### src/include/stream_settings.svh
// size settings for the tagged word stream: data width, sequence width, fifo depth
`ifndef STREAM_SETTINGS_SVH
`define STREAM_SETTINGS_SVH

// ========================================
// payload
// ========================================

// width of one data word on the ingress port
`define STREAM_DATA_W 16

// sequence tag width, tags wrap modulo 2**STREAM_SEQ_W
`define STREAM_SEQ_W 6

// ========================================
// buffer
// ========================================

// fifo entries, need not be a power of two
// the output register of the egress side holds one more word
`define STREAM_FIFO_DEPTH 8

`endif

### src/logic/stream_pkg.sv
// shared types of the stream buffer: data word, sequence tag, fifo entry, fill level
`include "stream_settings.svh"

package stream_pkg;

  // raw payload word as seen on in_data_i
  typedef logic [`STREAM_DATA_W-1:0] data_t;

  // sequence tag, counts accepted words since the last flush
  typedef logic [`STREAM_SEQ_W-1:0] seq_t;

  // ========================================
  // fifo payload and egress output
  // ========================================

  // tag in the upper bits, data in the lower bits
  typedef struct packed {
    seq_t  seq;
    data_t data;
  } entry_t;

  // occupancy from 0 up to depth inclusive
  typedef logic [$clog2(`STREAM_FIFO_DEPTH + 1)-1:0] level_t;

endpackage

### src/logic/egress_sender.sv
// egress side: pops fifo entries, registers them and drives the four-phase sender
module egress_sender (
  input  logic               clk,
  input  logic               rst_n,
  // fifo read side
  input  logic               empty_i,
  output logic               pop_o,
  input  stream_pkg::entry_t rd_entry_i,
  // four-phase egress port
  output logic               out_req_o,
  output stream_pkg::entry_t out_entry_o,
  input  logic               out_ack_i
);

  // ========================================
  // handshake fsm
  // ========================================

  // load covers the ram read latency
  typedef enum logic [1:0] {
    ST_IDLE,
    ST_LOAD,
    ST_PRESENT,
    ST_RELEASE
  } state_e;

  state_e state_q;
  state_e state_d;

  // one pop per entry, only between handshakes
  assign pop_o = (state_q == ST_IDLE) && !empty_i;

  // req is a pure state decode, no glitches
  assign out_req_o = (state_q == ST_PRESENT);

  always_comb begin
    state_d = state_q;
    case (state_q)
      ST_IDLE:    if (pop_o)      state_d = ST_LOAD;
      ST_LOAD:    state_d = ST_PRESENT;
      ST_PRESENT: if (out_ack_i)  state_d = ST_RELEASE;
      // wait for the far side to drop ack
      ST_RELEASE: if (!out_ack_i) state_d = ST_IDLE;
      default:    state_d = ST_IDLE;
    endcase
  end

  always_ff @(posedge clk or negedge rst_n) begin
    if (!rst_n) begin
      state_q <= ST_IDLE;
    end else begin
      state_q <= state_d;
    end
  end

  // ========================================
  // output register
  // ========================================

  // read data valid during load, held until the next load
  always_ff @(posedge clk) begin
    if (state_q == ST_LOAD) begin
      out_entry_o <= rd_entry_i;
    end
  end

endmodule

### src/logic/ingress_tagger.sv
// four-phase ingress receiver, tags each accepted word with a sequence number
module ingress_tagger (
  input  logic               clk,
  input  logic               rst_n,
  input  logic               flush_i,
  // four-phase ingress port
  input  logic               in_req_i,
  input  stream_pkg::data_t  in_data_i,
  output logic               in_ack_o,
  // fifo write side
  input  logic               full_i,
  output logic               push_o,
  output stream_pkg::entry_t push_entry_o
);

  // idle waits for req, ack waits for req to drop
  typedef enum logic {
    ST_IDLE,
    ST_ACK
  } state_e;

  state_e           state_q;
  state_e           state_d;
  stream_pkg::seq_t seq_q;
  logic             accept;

  // take the word once per request, only with room in the fifo
  assign accept = (state_q == ST_IDLE) && in_req_i && !full_i;
  assign push_o = accept;

  // tag with the current count
  assign push_entry_o = '{seq: seq_q, data: in_data_i};

  // ack straight from the state register
  assign in_ack_o = (state_q == ST_ACK);

  always_comb begin
    state_d = state_q;
    case (state_q)
      ST_IDLE: if (accept)    state_d = ST_ACK;
      ST_ACK:  if (!in_req_i) state_d = ST_IDLE;
      default: state_d = ST_IDLE;
    endcase
  end

  always_ff @(posedge clk or negedge rst_n) begin
    if (!rst_n) begin
      state_q <= ST_IDLE;
    end else begin
      state_q <= state_d;
    end
  end

  // sequence counter, wraps naturally at 2**width
  always_ff @(posedge clk or negedge rst_n) begin
    if (!rst_n) begin
      seq_q <= '0;
    end else if (flush_i) begin
      seq_q <= '0;
    end else if (accept) begin
      seq_q <= seq_q + 1'b1;
    end
  end

endmodule

### src/logic/sdp_ram.sv
// simple dual-port ram: one write port, one registered read port, generic word type
module sdp_ram #(
  parameter type         word_t = logic,
  parameter int unsigned DEPTH  = 8
) (
  input  logic                                 clk,
  // write port
  input  logic                                 we_i,
  input  logic [((DEPTH > 1) ? $clog2(DEPTH) : 1)-1:0] waddr_i,
  input  word_t                                wdata_i,
  // read port, data one cycle after the address
  input  logic [((DEPTH > 1) ? $clog2(DEPTH) : 1)-1:0] raddr_i,
  output word_t                                rdata_o
);

  // storage array
  word_t mem_q [DEPTH];

  // write side
  always_ff @(posedge clk) begin
    if (we_i) begin
      mem_q[waddr_i] <= wdata_i;
    end
  end

  // read side, always enabled
  // caller keeps raddr_i away from the address being written
  always_ff @(posedge clk) begin
    rdata_o <= mem_q[raddr_i];
  end

endmodule

### src/logic/stream_top.sv
// top level of the buffered stream: ingress tagger, fifo, egress sender
`include "stream_settings.svh"

module stream_top (
  input  logic               clk,
  input  logic               rst_n,
  input  logic               flush_i,
  // ingress four-phase port
  input  logic               in_req_i,
  input  stream_pkg::data_t  in_data_i,
  output logic               in_ack_o,
  // egress four-phase port
  output logic               out_req_o,
  output stream_pkg::entry_t out_entry_o,
  input  logic               out_ack_i,
  // buffer status
  output stream_pkg::level_t level_o,
  output logic               full_o
);

  // ingress to fifo
  logic               push;
  stream_pkg::entry_t push_entry;
  logic               fifo_full;

  // fifo to egress
  logic               pop;
  logic               fifo_empty;
  stream_pkg::entry_t rd_entry;

  assign full_o = fifo_full;

  ingress_tagger u_ingress (
    .clk          (clk),
    .rst_n        (rst_n),
    .flush_i      (flush_i),
    .in_req_i     (in_req_i),
    .in_data_i    (in_data_i),
    .in_ack_o     (in_ack_o),
    .full_i       (fifo_full),
    .push_o       (push),
    .push_entry_o (push_entry)
  );

  // egress is kept out of the flush path
  sync_fifo #(
    .entry_type (stream_pkg::entry_t),
    .DEPTH      (`STREAM_FIFO_DEPTH)
  ) u_fifo (
    .clk     (clk),
    .rst_n   (rst_n),
    .flush_i (flush_i),
    .push_i  (push),
    .pop_i   (pop),
    .data_i  (push_entry),
    .data_o  (rd_entry),
    .empty_o (fifo_empty),
    .full_o  (fifo_full),
    .level_o (level_o)
  );

  egress_sender u_egress (
    .clk         (clk),
    .rst_n       (rst_n),
    .empty_i     (fifo_empty),
    .pop_o       (pop),
    .rd_entry_i  (rd_entry),
    .out_req_o   (out_req_o),
    .out_entry_o (out_entry_o),
    .out_ack_i   (out_ack_i)
  );

endmodule

### src/logic/sync_fifo.sv
// synchronous fifo with wrap-around pointers, occupancy counter, flush, full and level
`include "stream_settings.svh"

module sync_fifo #(
  parameter type         entry_type = stream_pkg::entry_t,
  parameter int unsigned DEPTH      = `STREAM_FIFO_DEPTH
) (
  input  logic               clk,
  input  logic               rst_n,
  input  logic               flush_i,
  input  logic               push_i,
  input  logic               pop_i,
  input  entry_type          data_i,
  output entry_type          data_o,
  output logic               empty_o,
  output logic               full_o,
  output stream_pkg::level_t level_o
);

  // ========================================
  // sizes
  // ========================================

  localparam int unsigned AW = (DEPTH > 1) ? $clog2(DEPTH) : 1;

  typedef logic [AW-1:0] ptr_t;

  // last valid slot, pointers wrap here
  localparam ptr_t LAST_PTR = ptr_t'(DEPTH - 1);
  // count value that means full
  localparam stream_pkg::level_t FULL_LVL = stream_pkg::level_t'(DEPTH);

  // pointers and count
  ptr_t               wr_ptr_q;
  ptr_t               wr_ptr_d;
  ptr_t               rd_ptr_q;
  ptr_t               rd_ptr_d;
  stream_pkg::level_t count_q;
  stream_pkg::level_t count_d;

  // qualified requests
  logic ram_we;
  logic do_pop;

  // wrap at DEPTH, also for odd depths
  function automatic ptr_t ptr_inc(input ptr_t ptr);
    if (ptr == LAST_PTR) begin
      return '0;
    end
    return ptr + 1'b1;
  endfunction

  // ========================================
  // status
  // ========================================

  assign full_o  = (count_q == FULL_LVL);
  assign empty_o = (count_q == '0);
  assign level_o = count_q;

  // push dropped when full or flushing, pop dropped when empty
  assign ram_we = push_i && !full_o && !flush_i;
  assign do_pop = pop_i && !empty_o;

  // ========================================
  // pointer and count update
  // ========================================

  always_comb begin
    wr_ptr_d = wr_ptr_q;
    rd_ptr_d = rd_ptr_q;
    count_d  = count_q;
    if (ram_we) begin
      wr_ptr_d = ptr_inc(wr_ptr_q);
    end
    if (do_pop) begin
      rd_ptr_d = ptr_inc(rd_ptr_q);
    end
    // push and pop together keep the count
    case ({ram_we, do_pop})
      2'b10:   count_d = count_q + 1'b1;
      2'b01:   count_d = count_q - 1'b1;
      default: count_d = count_q;
    endcase
  end

  always_ff @(posedge clk or negedge rst_n) begin
    if (!rst_n) begin
      wr_ptr_q <= '0;
      rd_ptr_q <= '0;
      count_q  <= '0;
    end else if (flush_i) begin
      // flush wins over push and pop
      wr_ptr_q <= '0;
      rd_ptr_q <= '0;
      count_q  <= '0;
    end else begin
      wr_ptr_q <= wr_ptr_d;
      rd_ptr_q <= rd_ptr_d;
      count_q  <= count_d;
    end
  end

  // storage, read port addressed by the head so data follows a pop by one cycle
  sdp_ram #(
    .word_t (entry_type),
    .DEPTH  (DEPTH)
  ) u_ram (
    .clk     (clk),
    .we_i    (ram_we),
    .waddr_i (wr_ptr_q),
    .wdata_i (data_i),
    .raddr_i (rd_ptr_q),
    .rdata_o (data_o)
  );

endmodule

### config.mk
export PLATFORM = sky130hd
export DESIGN_NAME = stream_top
export DESIGN_NICKNAME = d
export VERILOG_FILES = /design/src/logic/stream_pkg.sv /design/src/logic/egress_sender.sv /design/src/logic/ingress_tagger.sv /design/src/logic/sdp_ram.sv /design/src/logic/stream_top.sv /design/src/logic/sync_fifo.sv
export VERILOG_INCLUDE_DIRS = /design/src /design/src/include
export SDC_FILE = /design/constraint.sdc
export NUM_CORES = 1
export LEC_CHECK = 0
export ABC_AREA = 0
export ABC_CLOCK_PERIOD_IN_PS = 4500
export BUFFER_PORTS_ARGS = -buffer_cell sky130_fd_sc_hd__clkbuf_2
export CORE_MARGIN = 2
export CORE_UTILIZATION = 55
export DETAILED_ROUTE_END_ITERATION = 7
export PLACE_DENSITY = 0.73
export SYNTH_ARGS = -nofsm -noshare
export SYNTH_HDL_FRONTEND = slang
export SYNTH_SLANG_ARGS = --single-unit
### constraint.sdc
create_clock -name clk -period 4.5 [get_ports clk]
set_input_delay 1.35 -clock clk [delete_from_list [all_inputs] [get_ports clk]]
set_output_delay 1.35 -clock clk [all_outputs]
set_load 0.005 [all_outputs]
==> results of run 1 <==
==> kinds of logic (layout without fill, tap and decap cells) <==
| family | count (synthesis) | after routing | share of synthesized area (%) |
|---|---|---|---|
| AND/OR/NAND/NOR | 60 | 60 | 3.47 |
| flip-flops | 239 | 239 | 76.7 |
| XOR/XNOR | 6 | 6 | 0.587 |
| buffers and inverters | 21 | 112 | 1.26 |
| adder cells (fa/ha/maj) | 13 | 13 | 1.79 |
| multiplexers | 67 | 67 | 14.0 |
| AO/OA/AOI/OAI | 27 | 27 | 2.24 |
==> cell usage in the layout, fill, tap and decap left out, types with 9 or more instances in the layout <==
master,n
nand2_1,17
dfrtp_1,17
mux4_2,44
ha_1,12
edfxtp_1,198
dfxtp_1,22
clkbuf_16,25
mux2_2,22
a21oi_1,9
buf_4,15
clkbuf_2,49
==> final timing paths <==
| check | slack (ns) | endpoint | start | depth (start not counted) |
|---|---|---|---|---|
| worst max-delay path | 1.22 | u_fifo.u_ram.mem_q[5][15]$_DFFE_PP_ | in_req_i | 6 |
| worst min-delay path | 0.40 | u_egress.out_entry_o[20]$_DFFE_PN_ | u_fifo.u_ram.rdata_o[20]$_DFF_P_ | 0 |
| worst max register to register | 1.54 | u_fifo.u_ram.mem_q[5][15]$_DFFE_PP_ | u_fifo.level_o[1]$_DFFE_PN0P_ | 6 |
| worst min register to register | 0.40 | u_egress.out_entry_o[20]$_DFFE_PN_ | u_fifo.u_ram.rdata_o[20]$_DFF_P_ | 0 |
| max in group asynchronous | 3.34 | u_fifo.rd_ptr_q[0]$_DFFE_PN0P_ | rst_n | 1 |
| min in group asynchronous | 0.80 | u_ingress.in_ack_o$_DFF_PN0_ | rst_n | 1 |
==> power by group through the flow <==
stage / Clock, mW / Sequential, mW / Combinational (mW)
after floorplan: 0 / 2.78 / 0.532
after global placement: 0 / 2.82 / 0.721
after detailed placement: 0 / 2.84 / 0.746
after CTS: 1.93 / 2.79 / 0.750
after global routing: 2.02 / 2.81 / 0.809
final: 1.90 / 2.79 / 0.733
==> metal layers <==
layer	track usage (%)	vias to the layer above	wire length (um)
met5	0	-	0
li1	-	1894	-
met3	2.58	28	547
met2	30.7	81	7920
met1	24.4	2186	6530
met4	5.56	0	283
==> layout make-up <==
| cell class | instances | area [um2] |
|---|---|---|
| Timing Repair Buffer | 64 | 358 |
| Tap cell | 216 | 270 |
| Clock inverter | 7 | 57.6 |
| Clock buffer | 37 | 711 |
| Multi-Input combinational cell | 173 | 2020 |
| Sequential cell | 239 | 6860 |
| Fill cell | 1083 | 5580 |
| Inverter | 4 | 27.5 |
==> per-stage QoR <==
stage | total power [mW] | setup slack (ns) | instance area [um2]
floorplan | 3.31 | -0.0352 | 8950
finish | 5.41 | 1.22 | 10300
global route | 5.64 | 1.08 | 10300
CTS | 5.47 | 1.21 | 10300
global placement | 3.55 | 0.802 | 9540
detailed placement | 3.58 | 0.764 | 9540
==> registers in the layout, summed over array words and instances (netlist names) <==
register,flops
u_ingress.in_ack_o,1
u_egress.state_q,2
u_fifo.level_o,4
u_egress.out_entry_o,22
u_fifo.rd_ptr_q,3
u_fifo.u_ram.mem_q,176
u_ingress.seq_q,6
u_fifo.wr_ptr_q,3
u_fifo.u_ram.rdata_o,22
==> summary.txt, run 1 <==
Outcome
  • Outcome: completed

Floorplanning
  • Die height: 132 um
  • Starting Density: 56.3%
  • Site Rows: 46
  • Core Area: 0.0159 mm2
  • Die Area: 0.0173 mm2
  • I/O pin cnt: 50
  • Die W: 132 um

STA
  • Tightest Pin Transition: 1.15 ns
  • Max Slew Vio Count: 0
  • Fin. Hold Viols: 0
  • Final Skew: 0.00839 ns
  • Setup TNS Final: 0 ns
  • Slew headroom: 23.5%
  • Setup Viol. Count Final: 0
  • Hold_ws: 0.402 ns
  • Final Critical Period: 3.28 ns
  • Period utilization: 72.8%
  • FMAX: 0.305 GHz
  • Unrepaired setup endpoints after global routing: no

GRT
  • Antenna violations before repair: 0
  • Tot GR Track Use: 18.0%
  • Largest net degree at the start of global routing: 47
  • First-pass GRT wire length: 24200 um
  • Vias in the first global route: 4397
  • Grt ovf: 0

Placed design
  • Post-DP HPWL: 9300 um
  • DP Cell Count: approximately 700
  • Gpl congestion: ~0.86
  • I/O Buffers: 49

Final layout
  • Syn-to-layout area delta: 15.2%
  • Fin nets: 539
  • Layout Cells excl Fill: 740
  • ANT cells: 0
  • Layout cells sized above 1: 34.2%
  • Util after Layout: 64.9%

Clock tree
  • Setup Fix Bufs, Post-CTS: 0
  • Worst skew pair latency: 0.50 ns
  • # hold bufs at CTS: 0
  • H-tree depth: 1
  • TritonCTS sink count: 239
  • Post-cts repair resize count: 0
  • Inserted Clock Buffers: 24
  • CTS tree: yes
  • CTS root buffer: clkbuf_16
  • Clock buffer depth: 3
  • Worst-path clk slew: 0.06 ns

Setup path
  • Setup crit end kind: flip-flop
  • CP max stage cell: nor2_2
  • Arrival time at the worst endpoint: 3.47 ns
  • CP max FO: 13
  • Crit path cell chain: clkbuf_2 -> or2b_2 -> nor3_1 -> nand2_1 -> nor2_2 -> buf_4
  • Top delay family on crit path: simple AND/OR/NAND/NOR gates
  • CP bufs+invs: 2
  • Crit-path max cell delay: ~0.56 ns
  • Worst Setup Path Type: in -> reg
  • Worst Setup Start Kind: primary input
  • CP required: between 4 and 5 ns

Logic synthesis
  • Main synth FF type: edfxtp_1
  • Ys Warns: 0
  • Yosys reg bits: 239
  • Register area share after synthesis: about three quarters
  • Netlist cell types: 44
  • Post-synth top cells: edfxtp_1 (198), mux4_2 (44), dfxtp_1 (22), mux2_2 (22), dfrtp_1 (19)
  • Most common cell in the netlist: edfxtp_1
  • Largest area contributor in the netlist: edfxtp_1
  • Post-Syn Area: 0.00895 mm2
  • Area contributors post-synth: edfxtp_1 (66%), mux4_2 (11%), dfrtp_1 (5.3%), dfxtp_1 (4.9%), mux2_2 (2.8%)
  • Mapped Cells: between 400 and 500
  • Number of enable flip-flop cells after synthesis: about 200
  • Post-synth ARST share: 7.95%
  • Top-area cell type share of the netlist area: 66.5%
  • Post-synthesis average cell area: a little over 20 um2
  • Net count of the mapped netlist: 466

Routing
  • DRT Pass-1 Iters: 4
  • Vias/cell: 5.66
  • WL final: 15300 um
  • DRT iter0 DRCs: 300
  • Wire per inst: 20.7 um
  • Vias: 4189
  • DRC: 0
  • Antenna-violating nets left: 0

Power and ir drop
  • Leakage power: 3.51 nW
  • Psw: 1.29 mW
  • Power density over cell area: 525 mW/mm2
  • Maximum VDD drop: 0.310 mV
  • Internal cell power: 4.12 mW
  • Combinational Power Share: 13.5%
  • Clock power share: 35.0%
  • Switching Fraction: between 20% and 30%
  • Seq pwr share: 51.5%

Min path
  • Hold WC Path Type: reg -> reg

Flow run
  • Max-cap violations: 0
Power figures use the tool's default switching activity.
==> inputs of run 2 (changes only) <==
- ABC_AREA: 0 -> 1
- ABC_CLOCK_PERIOD_IN_PS: 4500 -> 3250
- clock period: 4.5 -> 3.25 ns (I/O delays scaled with it)
==> run 2 against run 1 <==
Compared with the run above:
- setup slack worse by 0.53 ns
- register-to-register slack got worse by 0.38 ns
- final area up 0.15%
- utilization down 0.37 points
- via count up 32%
- critical path depth down 2
- clock skew rose by 0.0050 ns
- combinational power is 100% higher
- die area rose by 1.5%
- largest cell class unchanged
- clock power up 33%
- area after synthesis rose by 1.5%
- first-iteration DRC count is 61% higher
==> summary.txt, run 2 <==
STA
  • Setup TNS Final: 0 ns (unchanged)
  • Tightest Pin Transition: 0.929 ns (-0.218 ns)
  • Fin. Hold Viols: 0 (unchanged)
  • Final Skew: 0.0134 ns (+0.00503 ns)
  • Max Slew Vio Count: 0 (unchanged)
  • FMAX: 0.391 GHz
  • Unrepaired setup endpoints after global routing: no
  • Period utilization: 78.7%
  • Setup Viol. Count Final: 0 (unchanged)
  • Slew headroom: 38.0% (+15 points)
  • Fin worst setup slack: 0.694 ns (-0.530 ns)
  • Final Critical Period: 2.56 ns

GRT
  • Tot GR Track Use: 20.5% (+2.5 points)
  • Antenna violations before repair: 0 (unchanged)
  • Largest net degree at the start of global routing: 91 (+94%)
  • First-pass GRT wire length: 28500 um (+18%)
  • Grt ovf: 0 (unchanged)
  • Vias in the first global route: 5589 (+27%)

Final layout
  • Commonest non-fill, non-tap cell in the layout: edfxtp_1
  • Flip-flop count of the largest register after layout: 176 (unchanged)
  • Top flop regs: u_fifo.u_ram.mem_q (176), u_egress.out_entry_o (22), u_fifo.u_ram.rdata_o (22)
  • Layout cells sized above 1: 16.7% (-17 points)
  • Syn-to-layout area delta: 13.7%
  • ANT cells: 0 (unchanged)
  • Util after Layout: 64.5% (-0.37 points)
  • Largest reg by FF count: u_fifo.u_ram.mem_q
  • Fin nets: 782 (+45%)
  • Most frequent cells in the layout: edfxtp_1 (198), nor2_1 (159), o21ai_0 (87), clkbuf_2 (49), nand2_1 (29)

Logic synthesis
  • Netlist cell types: 34 (-23%)
  • Area contributors post-synth: edfxtp_1 (65%), nor2_1 (6.9%), dfrtp_1 (5.2%), dfxtp_1 (4.8%), o21ai_0 (4.8%)
  • Post-synth top cells: edfxtp_1 (198), nor2_1 (167), o21ai_0 (87)
  • Post-synth ARST share: 7.95% (unchanged)
  • Net count of the mapped netlist: 724 (+55%)
  • Most common cell in the netlist: edfxtp_1
  • Yosys reg bits: 239 (unchanged)
  • Top-area cell type share of the netlist area: 65.5% (-0.99 points)
  • Mapped Cells: 691 (+60%)
  • Main synth FF type: edfxtp_1
  • Post-synthesis average cell area: 13.1 um2 (-36%)
  • Register area share after synthesis: 75.5% (-1.1 points)
  • Largest area contributor in the netlist: edfxtp_1
  • Number of enable flip-flop cells after synthesis: 198 (unchanged)
  • Ys Warns: 0 (unchanged)
  • Post-Syn Area: 0.00908 mm2 (+1.5%)

Clock tree
  • H-tree depth: 1 (unchanged)
  • CTS tree: yes
  • Post-cts repair resize count: 0 (unchanged)
  • Clock buffer depth: 3 (unchanged)
  • Setup Fix Bufs, Post-CTS: 0 (unchanged)
  • # hold bufs at CTS: 0 (unchanged)
  • CTS root buffer: clkbuf_16
  • Worst skew pair latency: 0.52 ns (+0.02 ns)
  • Inserted Clock Buffers: 24 (unchanged)
  • TritonCTS sink count: 239 (unchanged)
  • Worst-path clk slew: 0.06 ns (about the same)

Floorplanning
  • Starting Density: 56.8% (+0.44 points)
  • Core Area: 0.0160 mm2 (+0.72%)
  • Site Rows: 46 (unchanged)
  • Die Area: 0.0176 mm2 (+1.5%)
  • Die W: 133 um (+0.73%)
  • Die height: 133 um (+0.73%)
  • I/O pin cnt: 50 (unchanged)

Flow run
  • Max-cap violations: 0 (unchanged)

Routing
  • DRT iter0 DRCs: 482 (+61%)
  • Vias: 5519 (+32%)
  • Wire per inst: 18.3 um (-11%)
  • WL final: 18000 um (+18%)
  • Antenna-violating nets left: 0 (unchanged)
  • Vias/cell: 5.61 (-0.82%)
  • DRC: 0 (unchanged)
  • DRT Pass-1 Iters: 5 (+1)

Outcome
  • Outcome: completed

Min path
  • Hold WC Path Type: reg -> reg

Power and ir drop
  • Power density over cell area: 760 mW/mm2 (+45%)
  • Maximum VDD drop: 0.461 mV (+49%)
  • Leakage power: 3.81 nW (+8.5%)
  • Power Total: 7.85 mW (+45%)

Placed design
  • Gpl congestion: 0.803 (-6.7%)
  • I/O Buffers: 49 (unchanged)
  • Setup WS pre-CTS: 0.690 ns (-0.0737 ns)
  • Post-DP HPWL: 10200 um (+9.2%)

Setup path
  • Setup crit end kind: output pin
  • CP max FO: 5 (-8)
  • CP required: 2.27 ns (-2.42 ns)
  • Worst Setup Path Type: reg -> out
  • Worst Setup Start Kind: flip-flop
  • Arrival time at the worst endpoint: 1.58 ns (-1.89 ns)
-- run 2: cell types whose count changed after synthesis, moves of 18 or more --
cell,previous run,this run
mux4_2,44,0
a31oi_1,2,22
mux2_2,22,0
inv_1,3,21
o21ai_0,4,87
o22ai_1,0,23
nor2_1,11,167
-- run 2: cell type report --
class,instances,area (um2)
clock buffers,32,631
clock inverters,12,88.8
fillers,1214,5680
inverters,27,103
multi-input cells,392,1990
flip-flops and latches,239,6860
well taps,216,270
repair buffers,65,378
-- run 2: cells by family (layout without fill, tap and decap cells) --
kind of cell | after synthesis | count (layout) | synth area share [%]
xor gates and xnor gates | 2 | 2 | 0.193
AOI/OAI and AO/OA | 149 | 149 | 9.00
buffers and inverters | 60 | 136 | 2.77
adders and majority gates | 12 | 12 | 1.65
and+or+nand+nor | 228 | 228 | 10.7
muxes | 1 | 1 | 0.110
DFF | 239 | 239 | 75.5
-- run 2: power breakdown --
| group | total [mW] | leakage, nW | switching (mW) | internal, mW |
|---|---|---|---|---|
| sequential | 3.86 | 2.26 | 0.136 | 3.72 |
| combinational | 1.47 | 1.20 | 0.989 | 0.482 |
| clock | 2.52 | 0.351 | 1.08 | 1.44 |
| total | 7.85 | 3.81 | 2.20 | 5.65 |
-- run 2: stage by stage --
step / cells / hold WS, ns / instance area [um2]
2_1_floorplan: 691 / 0.386 / 9080
3_3_place_gp: 939 / 0.387 / 9600
3_5_place_dp: 939 / 0.390 / 9600
4_1_cts: 983 / 0.400 / 10300
5_1_grt: 983 / 0.409 / 10300
6_report: 983 / 0.398 / 10300
-- run 2: final timing paths --
check | from | to | slack [ns] | cells past startpoint
max in group asynchronous | rst_n | u_fifo.rd_ptr_q[0]$_DFFE_PN0P_ | 2.47 | 1
min in group asynchronous | rst_n | u_fifo.level_o[1]$_DFFE_PN0P_ | 0.42 | 1
min reg2reg | u_fifo.u_ram.rdata_o[5]$_DFF_P_ | u_egress.out_entry_o[5]$_DFFE_PN_ | 0.40 | 0
max | u_fifo.level_o[1]$_DFFE_PN0P_ | full_o | 0.69 | 4
max reg2reg | u_egress.state_q[1]$_DFFE_PN0P_ | u_fifo.level_o[3]$_DFFE_PN0P_ | 1.16 | 14
min | u_fifo.u_ram.rdata_o[5]$_DFF_P_ | u_egress.out_entry_o[5]$_DFFE_PN_ | 0.40 | 0
-- run 2: per-layer routing --
layer / up-vias / track usage, % / wire length (um)
li1: 2588 / - / -
met1: 2702 / 26.6 / 7580
met2: 203 / 35.7 / 9110
met3: 26 / 2.91 / 938
met4: 0 / 7.23 / 342
met5: - / 0 / 0
-- run 2: critical path: stages (launching register included) --
cell	delay, ns
dfrtp_1	0.46
nor2_2	0.32
nand2_4	0.12
inv_1	0.07
clkbuf_2	0.10
